--- config.mk ---
export PLATFORM = sky130hd
export DESIGN_NAME = axis_merge_top
export DESIGN_NICKNAME = d
export VERILOG_FILES = /design/src/stream_pkg.sv /design/src/mux_pkg.sv /design/src/axis_width_adapter.sv /design/src/axis_frame_mux.sv /design/src/axis_merge_top.sv
export SDC_FILE = /design/constraint.sdc
export NUM_CORES = 1
export LEC_CHECK = 0
export BUFFER_PORTS_ARGS = -buffer_cell sky130_fd_sc_hd__buf_4
export CORE_MARGIN = 2
export CORE_UTILIZATION = 62
export CTS_BUF_LIST = sky130_fd_sc_hd__clkbuf_2
export CTS_CLUSTER_SIZE = 20
export DETAILED_ROUTE_END_ITERATION = 6
export PLACE_DENSITY = 0.94
export SYNTH_ARGS = -nofsm -noshare
export SYNTH_HDL_FRONTEND = slang
export SYNTH_SLANG_ARGS = --single-unit
--- constraint.sdc ---
create_clock -name clk -period 5.7 [get_ports clk]
set_input_delay 0.285 -clock clk [delete_from_list [all_inputs] [get_ports clk]]
set_output_delay 0.285 -clock clk [all_outputs]
set_load 0.02 [all_outputs]
--- src/stream_pkg.sv ---
package stream_pkg;

  // bits carried by one tkeep lane.
  localparam int BYTE_WIDTH = 8;

  // the adapter either collects narrow beats or walks a held wide word.
  typedef enum logic [1:0] {
    idle         = 2'd0, // waiting for the first beat of a word.
    transfer_in  = 2'd1, // packing narrow beats into the holding word.
    transfer_out = 2'd2  // presenting the held word or its next segment.
  } adapter_state_e;

endpackage

--- src/mux_pkg.sv ---
package mux_pkg;

  typedef enum logic [1:0] {
    idle   = 2'd0, // no lane granted, arbitration happens here.
    pass_a = 2'd1, // lane a owns the output until its tlast.
    pass_b = 2'd2
  } mux_state_e;

  // tid value stamped on each output beat.
  typedef enum logic {
    src_a = 1'b0,
    src_b = 1'b1
  } src_e;

endpackage

--- src/axis_width_adapter.sv ---
`timescale 1ns/1ps

module axis_width_adapter #(
  parameter int IN_WIDTH  = 8,
  parameter int OUT_WIDTH = 32
) (
  input  logic                                        clk,
  input  logic                                        rst,
  input  logic [IN_WIDTH-1:0]                         in_tdata,
  input  logic [IN_WIDTH/stream_pkg::BYTE_WIDTH-1:0]  in_tkeep,
  input  logic                                        in_tvalid,
  output logic                                        in_tready,
  input  logic                                        in_tlast,
  input  logic                                        in_tuser,
  output logic [OUT_WIDTH-1:0]                        out_tdata,
  output logic [OUT_WIDTH/stream_pkg::BYTE_WIDTH-1:0] out_tkeep,
  output logic                                        out_tvalid,
  input  logic                                        out_tready,
  output logic                                        out_tlast,
  output logic                                        out_tuser
);

  localparam int IN_KEEP          = IN_WIDTH / stream_pkg::BYTE_WIDTH;
  localparam int OUT_KEEP         = OUT_WIDTH / stream_pkg::BYTE_WIDTH;
  localparam bit EXPAND_BUS       = OUT_KEEP > IN_KEEP;
  localparam int DATA_WIDTH       = EXPAND_BUS ? OUT_WIDTH : IN_WIDTH;
  localparam int KEEP_WIDTH       = EXPAND_BUS ? OUT_KEEP : IN_KEEP;
  localparam int CYCLE_COUNT      = EXPAND_BUS ? OUT_KEEP / IN_KEEP : IN_KEEP / OUT_KEEP;
  localparam int CYCLE_DATA_WIDTH = DATA_WIDTH / CYCLE_COUNT;
  localparam int CYCLE_KEEP_WIDTH = KEEP_WIDTH / CYCLE_COUNT;
  localparam int CNT_WIDTH        = $clog2(CYCLE_COUNT + 1);

  stream_pkg::adapter_state_e state, state_next;
  logic [CNT_WIDTH-1:0]        cnt, cnt_next;
  logic [DATA_WIDTH-1:0]       hold_tdata, hold_tdata_next;
  logic [KEEP_WIDTH-1:0]       hold_tkeep, hold_tkeep_next;
  logic                        hold_tlast, hold_tlast_next;
  logic                        hold_tuser, hold_tuser_next;
  logic [CYCLE_KEEP_WIDTH-1:0] seg_keep, seg_keep_after;
  logic                        last_cycle;
  logic                        in_tready_next;
  logic                        in_xfer;

  logic [OUT_WIDTH-1:0] int_tdata, skid_tdata;
  logic [OUT_KEEP-1:0]  int_tkeep, skid_tkeep;
  logic                 int_tvalid, int_tlast, int_tuser;
  logic                 skid_tvalid, skid_tlast, skid_tuser;
  logic                 int_tready, int_tready_early;

  assign in_xfer = in_tvalid && in_tready;

  always_comb begin
    state_next      = state;
    cnt_next        = cnt;
    hold_tdata_next = hold_tdata;
    hold_tkeep_next = hold_tkeep;
    hold_tlast_next = hold_tlast;
    hold_tuser_next = hold_tuser;
    seg_keep        = '0;
    seg_keep_after  = '0;
    last_cycle      = 1'b0;
    int_tdata       = '0;
    int_tkeep       = '0;
    int_tvalid      = 1'b0;
    int_tlast       = 1'b0;
    int_tuser       = 1'b0;
    in_tready_next  = 1'b0;
    case (state)
      stream_pkg::idle: begin
        in_tready_next = 1'b1;
        if (in_xfer) begin
          hold_tdata_next = DATA_WIDTH'(in_tdata);
          hold_tkeep_next = KEEP_WIDTH'(in_tkeep);
          hold_tlast_next = in_tlast;
          hold_tuser_next = in_tuser;
          if (EXPAND_BUS) begin
            cnt_next = CNT_WIDTH'(1);
            if (in_tlast) begin
              in_tready_next = 1'b0; // a one-beat frame is sent as a partial word.
              state_next = stream_pkg::transfer_out;
            end else begin
              state_next = stream_pkg::transfer_in;
            end
          end else begin
            // The low segment of a wide beat is offered straight away.
            seg_keep       = CYCLE_KEEP_WIDTH'(in_tkeep);
            seg_keep_after = CYCLE_KEEP_WIDTH'(in_tkeep >> CYCLE_KEEP_WIDTH);
            last_cycle     = (CYCLE_COUNT == 1) || (seg_keep != '1) ||
                             (seg_keep_after == '0);
            int_tdata  = OUT_WIDTH'(in_tdata);
            int_tkeep  = OUT_KEEP'(seg_keep);
            int_tvalid = 1'b1;
            int_tlast  = in_tlast && last_cycle;
            int_tuser  = in_tuser && last_cycle;
            cnt_next   = int_tready ? CNT_WIDTH'(1) : '0;
            if (!last_cycle || !int_tready) begin
              in_tready_next = 1'b0;
              state_next = stream_pkg::transfer_out;
            end
          end
        end
      end
      stream_pkg::transfer_in: begin
        in_tready_next = 1'b1;
        if (in_xfer) begin
          hold_tdata_next[cnt*CYCLE_DATA_WIDTH +: CYCLE_DATA_WIDTH] = CYCLE_DATA_WIDTH'(in_tdata);
          hold_tkeep_next[cnt*CYCLE_KEEP_WIDTH +: CYCLE_KEEP_WIDTH] = CYCLE_KEEP_WIDTH'(in_tkeep);
          hold_tlast_next = in_tlast;
          hold_tuser_next = in_tuser;
          cnt_next = cnt + 1'b1;
          if (cnt == CNT_WIDTH'(CYCLE_COUNT - 1) || in_tlast) begin
            in_tready_next = int_tready_early; // only take a new beat if the word can leave.
            state_next = stream_pkg::transfer_out;
          end
        end
      end
      stream_pkg::transfer_out: begin
        if (EXPAND_BUS) begin
          int_tdata  = OUT_WIDTH'(hold_tdata);
          int_tkeep  = OUT_KEEP'(hold_tkeep);
          int_tvalid = 1'b1;
          int_tlast  = hold_tlast;
          int_tuser  = hold_tuser;
          if (int_tready) begin
            if (in_xfer) begin
              hold_tdata_next = DATA_WIDTH'(in_tdata);
              hold_tkeep_next = KEEP_WIDTH'(in_tkeep);
              hold_tlast_next = in_tlast;
              hold_tuser_next = in_tuser;
              cnt_next        = CNT_WIDTH'(1);
              in_tready_next  = !in_tlast;
              state_next = in_tlast ? stream_pkg::transfer_out : stream_pkg::transfer_in;
            end else begin
              in_tready_next = 1'b1;
              state_next = stream_pkg::idle;
            end
          end
        end else begin
          seg_keep       = CYCLE_KEEP_WIDTH'(hold_tkeep >> (cnt * CYCLE_KEEP_WIDTH));
          seg_keep_after = CYCLE_KEEP_WIDTH'(hold_tkeep >> ((cnt + 1) * CYCLE_KEEP_WIDTH));
          last_cycle     = (cnt == CNT_WIDTH'(CYCLE_COUNT - 1)) || (seg_keep != '1) ||
                           (seg_keep_after == '0);
          int_tdata  = OUT_WIDTH'(hold_tdata >> (cnt * CYCLE_DATA_WIDTH));
          int_tkeep  = OUT_KEEP'(seg_keep);
          int_tvalid = 1'b1;
          int_tlast  = hold_tlast && last_cycle; // frame end only on the final segment.
          int_tuser  = hold_tuser && last_cycle;
          if (int_tready) begin
            cnt_next = cnt + 1'b1;
            if (last_cycle) begin
              in_tready_next = 1'b1;
              state_next = stream_pkg::idle;
            end
          end
        end
      end
      default: state_next = stream_pkg::idle;
    endcase
  end

  always_ff @(posedge clk) begin
    if (rst) begin
      state     <= stream_pkg::idle;
      cnt       <= '0;
      in_tready <= 1'b0;
    end else begin
      state     <= state_next;
      cnt       <= cnt_next;
      in_tready <= in_tready_next;
    end
  end

  always_ff @(posedge clk) begin
    hold_tdata <= hold_tdata_next;
    hold_tkeep <= hold_tkeep_next;
    hold_tlast <= hold_tlast_next;
    hold_tuser <= hold_tuser_next;
  end

  // Ready for the next cycle if the output drains or one of the two entries is free.
  assign int_tready_early = out_tready || (!skid_tvalid && (!out_tvalid || !int_tvalid));

  always_ff @(posedge clk) begin
    if (rst) begin
      int_tready  <= 1'b0;
      out_tvalid  <= 1'b0;
      skid_tvalid <= 1'b0;
    end else begin
      int_tready <= int_tready_early;
      if (int_tready) begin
        if (out_tready || !out_tvalid) begin
          out_tvalid <= int_tvalid;
        end else begin
          skid_tvalid <= int_tvalid;
        end
      end else if (out_tready) begin
        out_tvalid  <= skid_tvalid;
        skid_tvalid <= 1'b0;
      end
    end
  end

  always_ff @(posedge clk) begin
    if (int_tready) begin
      if (out_tready || !out_tvalid) begin
        out_tdata <= int_tdata;
        out_tkeep <= int_tkeep;
        out_tlast <= int_tlast;
        out_tuser <= int_tuser;
      end else begin
        skid_tdata <= int_tdata;
        skid_tkeep <= int_tkeep;
        skid_tlast <= int_tlast;
        skid_tuser <= int_tuser;
      end
    end else if (out_tready) begin
      out_tdata <= skid_tdata;
      out_tkeep <= skid_tkeep;
      out_tlast <= skid_tlast;
      out_tuser <= skid_tuser;
    end
  end

endmodule

--- src/axis_frame_mux.sv ---
`timescale 1ns/1ps

module axis_frame_mux #(
  parameter int WIDTH = 32
) (
  input  logic                                    clk,
  input  logic                                    rst,
  input  logic [WIDTH-1:0]                        a_tdata,
  input  logic [WIDTH/stream_pkg::BYTE_WIDTH-1:0] a_tkeep,
  input  logic                                    a_tvalid, a_tlast, a_tuser,
  output logic                                    a_tready,
  input  logic [WIDTH-1:0]                        b_tdata,
  input  logic [WIDTH/stream_pkg::BYTE_WIDTH-1:0] b_tkeep,
  input  logic                                    b_tvalid, b_tlast, b_tuser,
  output logic                                    b_tready,
  output logic [WIDTH-1:0]                        out_tdata,
  output logic [WIDTH/stream_pkg::BYTE_WIDTH-1:0] out_tkeep,
  output logic                                    out_tvalid, out_tlast, out_tuser,
  output mux_pkg::src_e                           out_tid,
  input  logic                                    out_tready
);

  localparam int KEEP_WIDTH = WIDTH / stream_pkg::BYTE_WIDTH;

  mux_pkg::mux_state_e   state, state_next;
  mux_pkg::src_e         grant, last_src, skid_tid;
  logic [WIDTH-1:0]      sel_tdata, skid_tdata;
  logic [KEEP_WIDTH-1:0] sel_tkeep, skid_tkeep;
  logic                  sel_tlast, sel_tuser, skid_tlast, skid_tuser, skid_tvalid;
  logic                  lane_ready, lane_ready_early;
  logic                  xfer;

  assign grant     = (state == mux_pkg::pass_b) ? mux_pkg::src_b : mux_pkg::src_a;
  assign a_tready  = lane_ready && (state == mux_pkg::pass_a);
  assign b_tready  = lane_ready && (state == mux_pkg::pass_b);
  assign xfer      = (a_tvalid && a_tready) || (b_tvalid && b_tready);
  assign sel_tdata = (grant == mux_pkg::src_b) ? b_tdata : a_tdata;
  assign sel_tkeep = (grant == mux_pkg::src_b) ? b_tkeep : a_tkeep;
  assign sel_tlast = (grant == mux_pkg::src_b) ? b_tlast : a_tlast;
  assign sel_tuser = (grant == mux_pkg::src_b) ? b_tuser : a_tuser;

  always_comb begin
    state_next = state;
    case (state)
      mux_pkg::idle: begin
        // the lane that did not send the previous frame wins a tie.
        if (a_tvalid && (!b_tvalid || last_src == mux_pkg::src_b)) begin
          state_next = mux_pkg::pass_a;
        end else if (b_tvalid) begin
          state_next = mux_pkg::pass_b;
        end
      end
      mux_pkg::pass_a, mux_pkg::pass_b: begin
        if (xfer && sel_tlast) state_next = mux_pkg::idle;
      end
      default: state_next = mux_pkg::idle;
    endcase
  end

  assign lane_ready_early = out_tready || (!skid_tvalid && (!out_tvalid || !xfer));

  always_ff @(posedge clk) begin
    if (rst) begin
      state       <= mux_pkg::idle;
      last_src    <= mux_pkg::src_b; // lane a gets the first tie.
      lane_ready  <= 1'b0;
      out_tvalid  <= 1'b0;
      skid_tvalid <= 1'b0;
    end else begin
      state      <= state_next;
      lane_ready <= lane_ready_early;
      if (xfer && sel_tlast) last_src <= grant;
      if (lane_ready) begin
        if (out_tready || !out_tvalid) begin
          out_tvalid <= xfer;
        end else begin
          skid_tvalid <= xfer;
        end
      end else if (out_tready) begin
        out_tvalid  <= skid_tvalid;
        skid_tvalid <= 1'b0;
      end
    end
  end

  always_ff @(posedge clk) begin
    if (lane_ready) begin
      if (out_tready || !out_tvalid) begin
        out_tdata <= sel_tdata;
        out_tkeep <= sel_tkeep;
        out_tlast <= sel_tlast;
        out_tuser <= sel_tuser;
        out_tid   <= grant;
      end else begin
        skid_tdata <= sel_tdata;
        skid_tkeep <= sel_tkeep;
        skid_tlast <= sel_tlast;
        skid_tuser <= sel_tuser;
        skid_tid   <= grant;
      end
    end else if (out_tready) begin
      out_tdata <= skid_tdata;
      out_tkeep <= skid_tkeep;
      out_tlast <= skid_tlast;
      out_tuser <= skid_tuser;
      out_tid   <= skid_tid;
    end
  end

endmodule

--- src/axis_merge_top.sv ---
`timescale 1ns/1ps

module axis_merge_top #(
  parameter int A_WIDTH   = 8,
  parameter int B_WIDTH   = 64,
  parameter int OUT_WIDTH = 32
) (
  input  logic                                        clk,
  input  logic                                        rst,
  input  logic [A_WIDTH-1:0]                          a_tdata,
  input  logic [A_WIDTH/stream_pkg::BYTE_WIDTH-1:0]   a_tkeep,
  input  logic                                        a_tvalid, a_tlast, a_tuser,
  output logic                                        a_tready,
  input  logic [B_WIDTH-1:0]                          b_tdata,
  input  logic [B_WIDTH/stream_pkg::BYTE_WIDTH-1:0]   b_tkeep,
  input  logic                                        b_tvalid, b_tlast, b_tuser,
  output logic                                        b_tready,
  output logic [OUT_WIDTH-1:0]                        out_tdata,
  output logic [OUT_WIDTH/stream_pkg::BYTE_WIDTH-1:0] out_tkeep,
  output logic                                        out_tvalid, out_tlast, out_tuser,
  output mux_pkg::src_e                               out_tid,
  input  logic                                        out_tready
);

  localparam int OUT_KEEP = OUT_WIDTH / stream_pkg::BYTE_WIDTH;

  // both lanes reach the multiplexer at the common output width.
  logic [OUT_WIDTH-1:0] mux_a_tdata, mux_b_tdata;
  logic [OUT_KEEP-1:0]  mux_a_tkeep, mux_b_tkeep;
  logic                 mux_a_tvalid, mux_a_tready, mux_a_tlast, mux_a_tuser;
  logic                 mux_b_tvalid, mux_b_tready, mux_b_tlast, mux_b_tuser;

  axis_width_adapter #(.IN_WIDTH(A_WIDTH), .OUT_WIDTH(OUT_WIDTH)) adapter_a (
    .clk(clk), .rst(rst),
    .in_tdata(a_tdata), .in_tkeep(a_tkeep), .in_tvalid(a_tvalid), .in_tready(a_tready),
    .in_tlast(a_tlast), .in_tuser(a_tuser),
    .out_tdata(mux_a_tdata), .out_tkeep(mux_a_tkeep), .out_tvalid(mux_a_tvalid),
    .out_tready(mux_a_tready), .out_tlast(mux_a_tlast), .out_tuser(mux_a_tuser)
  );

  axis_width_adapter #(.IN_WIDTH(B_WIDTH), .OUT_WIDTH(OUT_WIDTH)) adapter_b (
    .clk(clk), .rst(rst),
    .in_tdata(b_tdata), .in_tkeep(b_tkeep), .in_tvalid(b_tvalid), .in_tready(b_tready),
    .in_tlast(b_tlast), .in_tuser(b_tuser),
    .out_tdata(mux_b_tdata), .out_tkeep(mux_b_tkeep), .out_tvalid(mux_b_tvalid),
    .out_tready(mux_b_tready), .out_tlast(mux_b_tlast), .out_tuser(mux_b_tuser)
  );

  axis_frame_mux #(.WIDTH(OUT_WIDTH)) mux_i (
    .clk(clk), .rst(rst),
    .a_tdata(mux_a_tdata), .a_tkeep(mux_a_tkeep), .a_tvalid(mux_a_tvalid),
    .a_tlast(mux_a_tlast), .a_tuser(mux_a_tuser), .a_tready(mux_a_tready),
    .b_tdata(mux_b_tdata), .b_tkeep(mux_b_tkeep), .b_tvalid(mux_b_tvalid),
    .b_tlast(mux_b_tlast), .b_tuser(mux_b_tuser), .b_tready(mux_b_tready),
    .out_tdata(out_tdata), .out_tkeep(out_tkeep), .out_tvalid(out_tvalid),
    .out_tlast(out_tlast), .out_tuser(out_tuser), .out_tid(out_tid),
    .out_tready(out_tready)
  );

endmodule

==> key figures <==
Detailed routing
  – Drt total wl: 36560 µm
  – M1 wire length: 12470 µm
  – Via Count: 9761
  – Routed wire length per instance: 22.14 µm
  – Vias per cell: 5.912
  – Met3 wire length: 2886 µm
  – Post-route ant nets: 0
  – DRT Pass-1 Iters: 7
  – Routed met2 length: 19100 µm
  – Residual DRC: 2
  – Detailed Route Iter0 Violations: 975
  – Max layer used: met4

Clocking
  – TritonCTS clock tree: built
  – H-tree depth: 3
  – Max clock buf depth: 3
  – Clock sinks: 364
  – Clk slew on worst S/H paths: 190 ps
  – Root Driver: clkbuf_2
  – Post-CTS Setup Inserts: 0
  – Clk_lat worst skew: 970 ps
  – Clock buffer count from CTS: 85

Die
  – Core area: 23470 µm²
  – Chip width: 158.5 µm
  – Die ar.: 25110 µm²
  – Initial core utilization: 63.01%
  – Die height: 158.5 µm
  – # IOs: 132
  – Rows: 56

Setup path
  – Worst-path maximum fanout: 10
  – Most frequent CP cell: ha_1
  – Critical path start-end classification: register to register
  – Max stage delay on crit path: 650 ps
  – CP startpoint kind: register
  – Endpoint class of the critical path: register
  – WP data required: 6210 ps
  – Critical path cell sequence: inv_1, ha_1, ha_1, nor4b_1, a21oi_1, nor2_1
  – CP arrival: 3380 ps
  – Slowest-stage cell, CP: nor2_1

Yosys
  – Primary FF master, synth: edfxtp_1
  – Ys Warns: 0
  – Post-synth cell types: 45
  – Mapped Cells: 991
  – Syn Nets: 1092
  – Ys async rst share: 0%
  – Largest area contributor in the netlist: edfxtp_1
  – Share of the synthesized area in the top cell type: 69.44%
  – Synth area leaders: edfxtp_1 69%, mux2_2 8.8%, nor2_1 3.9%, dfxtp_1 3.0%, mux2i_1 2.4%
  – Synthesized cell area: 14790 µm²
  – Register area share after synthesis: 72.41%
  – Post-synth EDFFs: 342
  – Mapped Avg Cell Area: 14.92 µm²
  – Yosys reg bits: 364

Timing
  – Relative slew slack: 13.03%
  – Clock Skew: 91.01 ps
  – Max Fclk: 349.4 MHz
  – Final Max Slew Viols: 0
  – Worst Tran Pin Value: 1305 ps
  – Final setup vio count: 0
  – RSZ-0062 raised after global routing: false
  – Setup_tns: 0 ps
  – Final cycle utilization of the critical path: 50.21%
  – Min Tclk post-route: 2862 ps
  – Final Hold Viols: 0

Power and ir drop
  – Total power: 5.817 mW
  – Peak supply drop: 216.6 µV
  – Pwr per Cell Area: 327.3 nW/µm²
  – Leak: 6.591 nW

Placed design
  – Placer Congestion: 0.8554
  – Port Buffers: 131
  – Post-DP HPWL: 19910 µm

Hold path
  – Hold Path Class: input port to register

GRT
  – GRT Total Usage: 29.89%
  – Pin count of the biggest net entering global routing: 65
  – Vias in the first global route: 10231
  – Overflow left after global routing: 0
  – First-pass GRT wire length: 55480 µm
  – Initial antenna violation count: 1

Outcome
  – Status: finished with violations
  – Failing checks: design-rule violations

Layout
  – Share of cells above drive strength 1: 30.28%
  – Synth-to-layout area growth: 20.14%
  – Layout net count: 1364

Run
  – Max-cap check violation count: 0
[metal layers]
metal	GRT usage, %	vias up
li1	-	4252
met1	33.43	4681
met2	53.40	667
met3	5.825	161
met4	17.37	0
met5	0	-
[area by class of cell]
cell class | count | area, µm²
sequential | 364 | 10710
fill | 1226 | 5703
multi-input combinational | 563 | 3849
timing repair buffer | 231 | 1962
clock buffer | 125 | 625.6
tap | 319 | 399.1
clock inverter | 30 | 151.4
inverter | 18 | 67.56
antenna | 1 | 2.502
[final timing paths]
check / start / end / slack (ps) / cells past startpoint
worst max register to register: adapter_a.cnt[0] / adapter_a.hold_tdata[3] / 2840 / 6
worst max-delay path: adapter_a.cnt[0] / adapter_a.hold_tdata[3] / 2840 / 6
worst min register to register: mux_i.last_src / mux_i.last_src / 510 / 2
worst min-delay path: b_tdata[45] / adapter_b.hold_tdata[45] / 30 / 2
[critical path: cells and delay by family, from the launching register on]
family                     cells  cell delay (ps)
AOI/OAI and AO/OA              1              280
adders and majority gates      2              570
buffers and inverters          1              170
DFF                            1              570
and+or+nand+nor                2              900
[through the flow]
step | hold WS, ps | util (%) | instances | instance area [µm²] | setup slack, ps
final | 30.58 | 75.70 | 1651 | 17770 | 2838
after global routing | 12.16 | 75.70 | 1651 | 17770 | 2569
after CTS | 18.39 | 75.69 | 1650 | 17770 | 2864
after detailed placement | 464.5 | 68.50 | 1404 | 16080 | 2909
after global placement | 429.9 | 68.50 | 1404 | 16080 | 3063
after floorplan | 383.9 | - | 991 | 14790 | 1574
[synthesized netlist by cell type, drive strengths merged (3+ instances only)]
library cell    n
edfxtp        342
nor2          155
mux2          115
nand2          52
o21ai          49
and2           38
mux2i          36
a22oi          28
clkbuf         28
dfxtp          22
buf            18
inv            18
nor2b          13
a21oi          12
ha             11
nor3            6
a31oi           5
a21o            4
nand3           4
a22o            3
a31o            3
and3            3
nand2b          3
[sequential cells by signal (all words and copies together) (netlist names), 8 cells and up]
| register | count |
|---|---|
| adapter_a.hold_tdata | 32 |
| mux_i.skid_tdata | 32 |
| adapter_a.skid_tdata | 32 |
| adapter_b.skid_tdata | 32 |
| mux_i.out_tdata | 32 |
| adapter_b.hold_tkeep | 8 |
| adapter_b.hold_tdata | 64 |
| adapter_a.out_tdata | 32 |
| adapter_b.out_tdata | 32 |
[where the power goes]
part           leakage, nW  switching (mW)  internal, mW
registers             3.45           0.109          3.18
clock network        0.588            1.08         0.635
logic                 2.56           0.460         0.353
[repair_timing]
action,in CTS,in global routing
endpoints found under the hold margin,225,0
hold buffers,91,0
gates resized for setup,0,0
[placed cells by master (no fill, tap or decap), drive strengths merged, types with 2 or more instances in the layout]
master / count
a22oi: 28
nand4: 2
clkinv: 22
dlygate4sd3: 91
a21oi: 12
a31oi: 5
nand2: 52
and2: 38
a211oi: 2
nor4b: 2
nor4: 2
nor2: 155
a31o: 3
mux2: 115
a22o: 3
nor2b: 13
buf: 140
nand3: 4
mux2i: 36
and3b: 2
and3: 3
inv: 22
o21ai: 49
clkinvlp: 3
clkbuf: 125
ha: 11
nor3: 6
edfxtp: 342
dfxtp: 22
o41ai: 2
a21o: 4
nand2b: 3
[kinds of logic after synthesis]
| family | after synthesis | share of synthesized area [%] |
|---|---|---|
| fa+ha+maj | 11 | 0.9305 |
| mux | 151 | 11.19 |
| buf+inv | 64 | 1.853 |
| simple gates | 286 | 8.747 |
| flops | 364 | 72.41 |
| compound gates | 115 | 4.864 |
No activity file was read; power rests on OpenSTA's default activity.
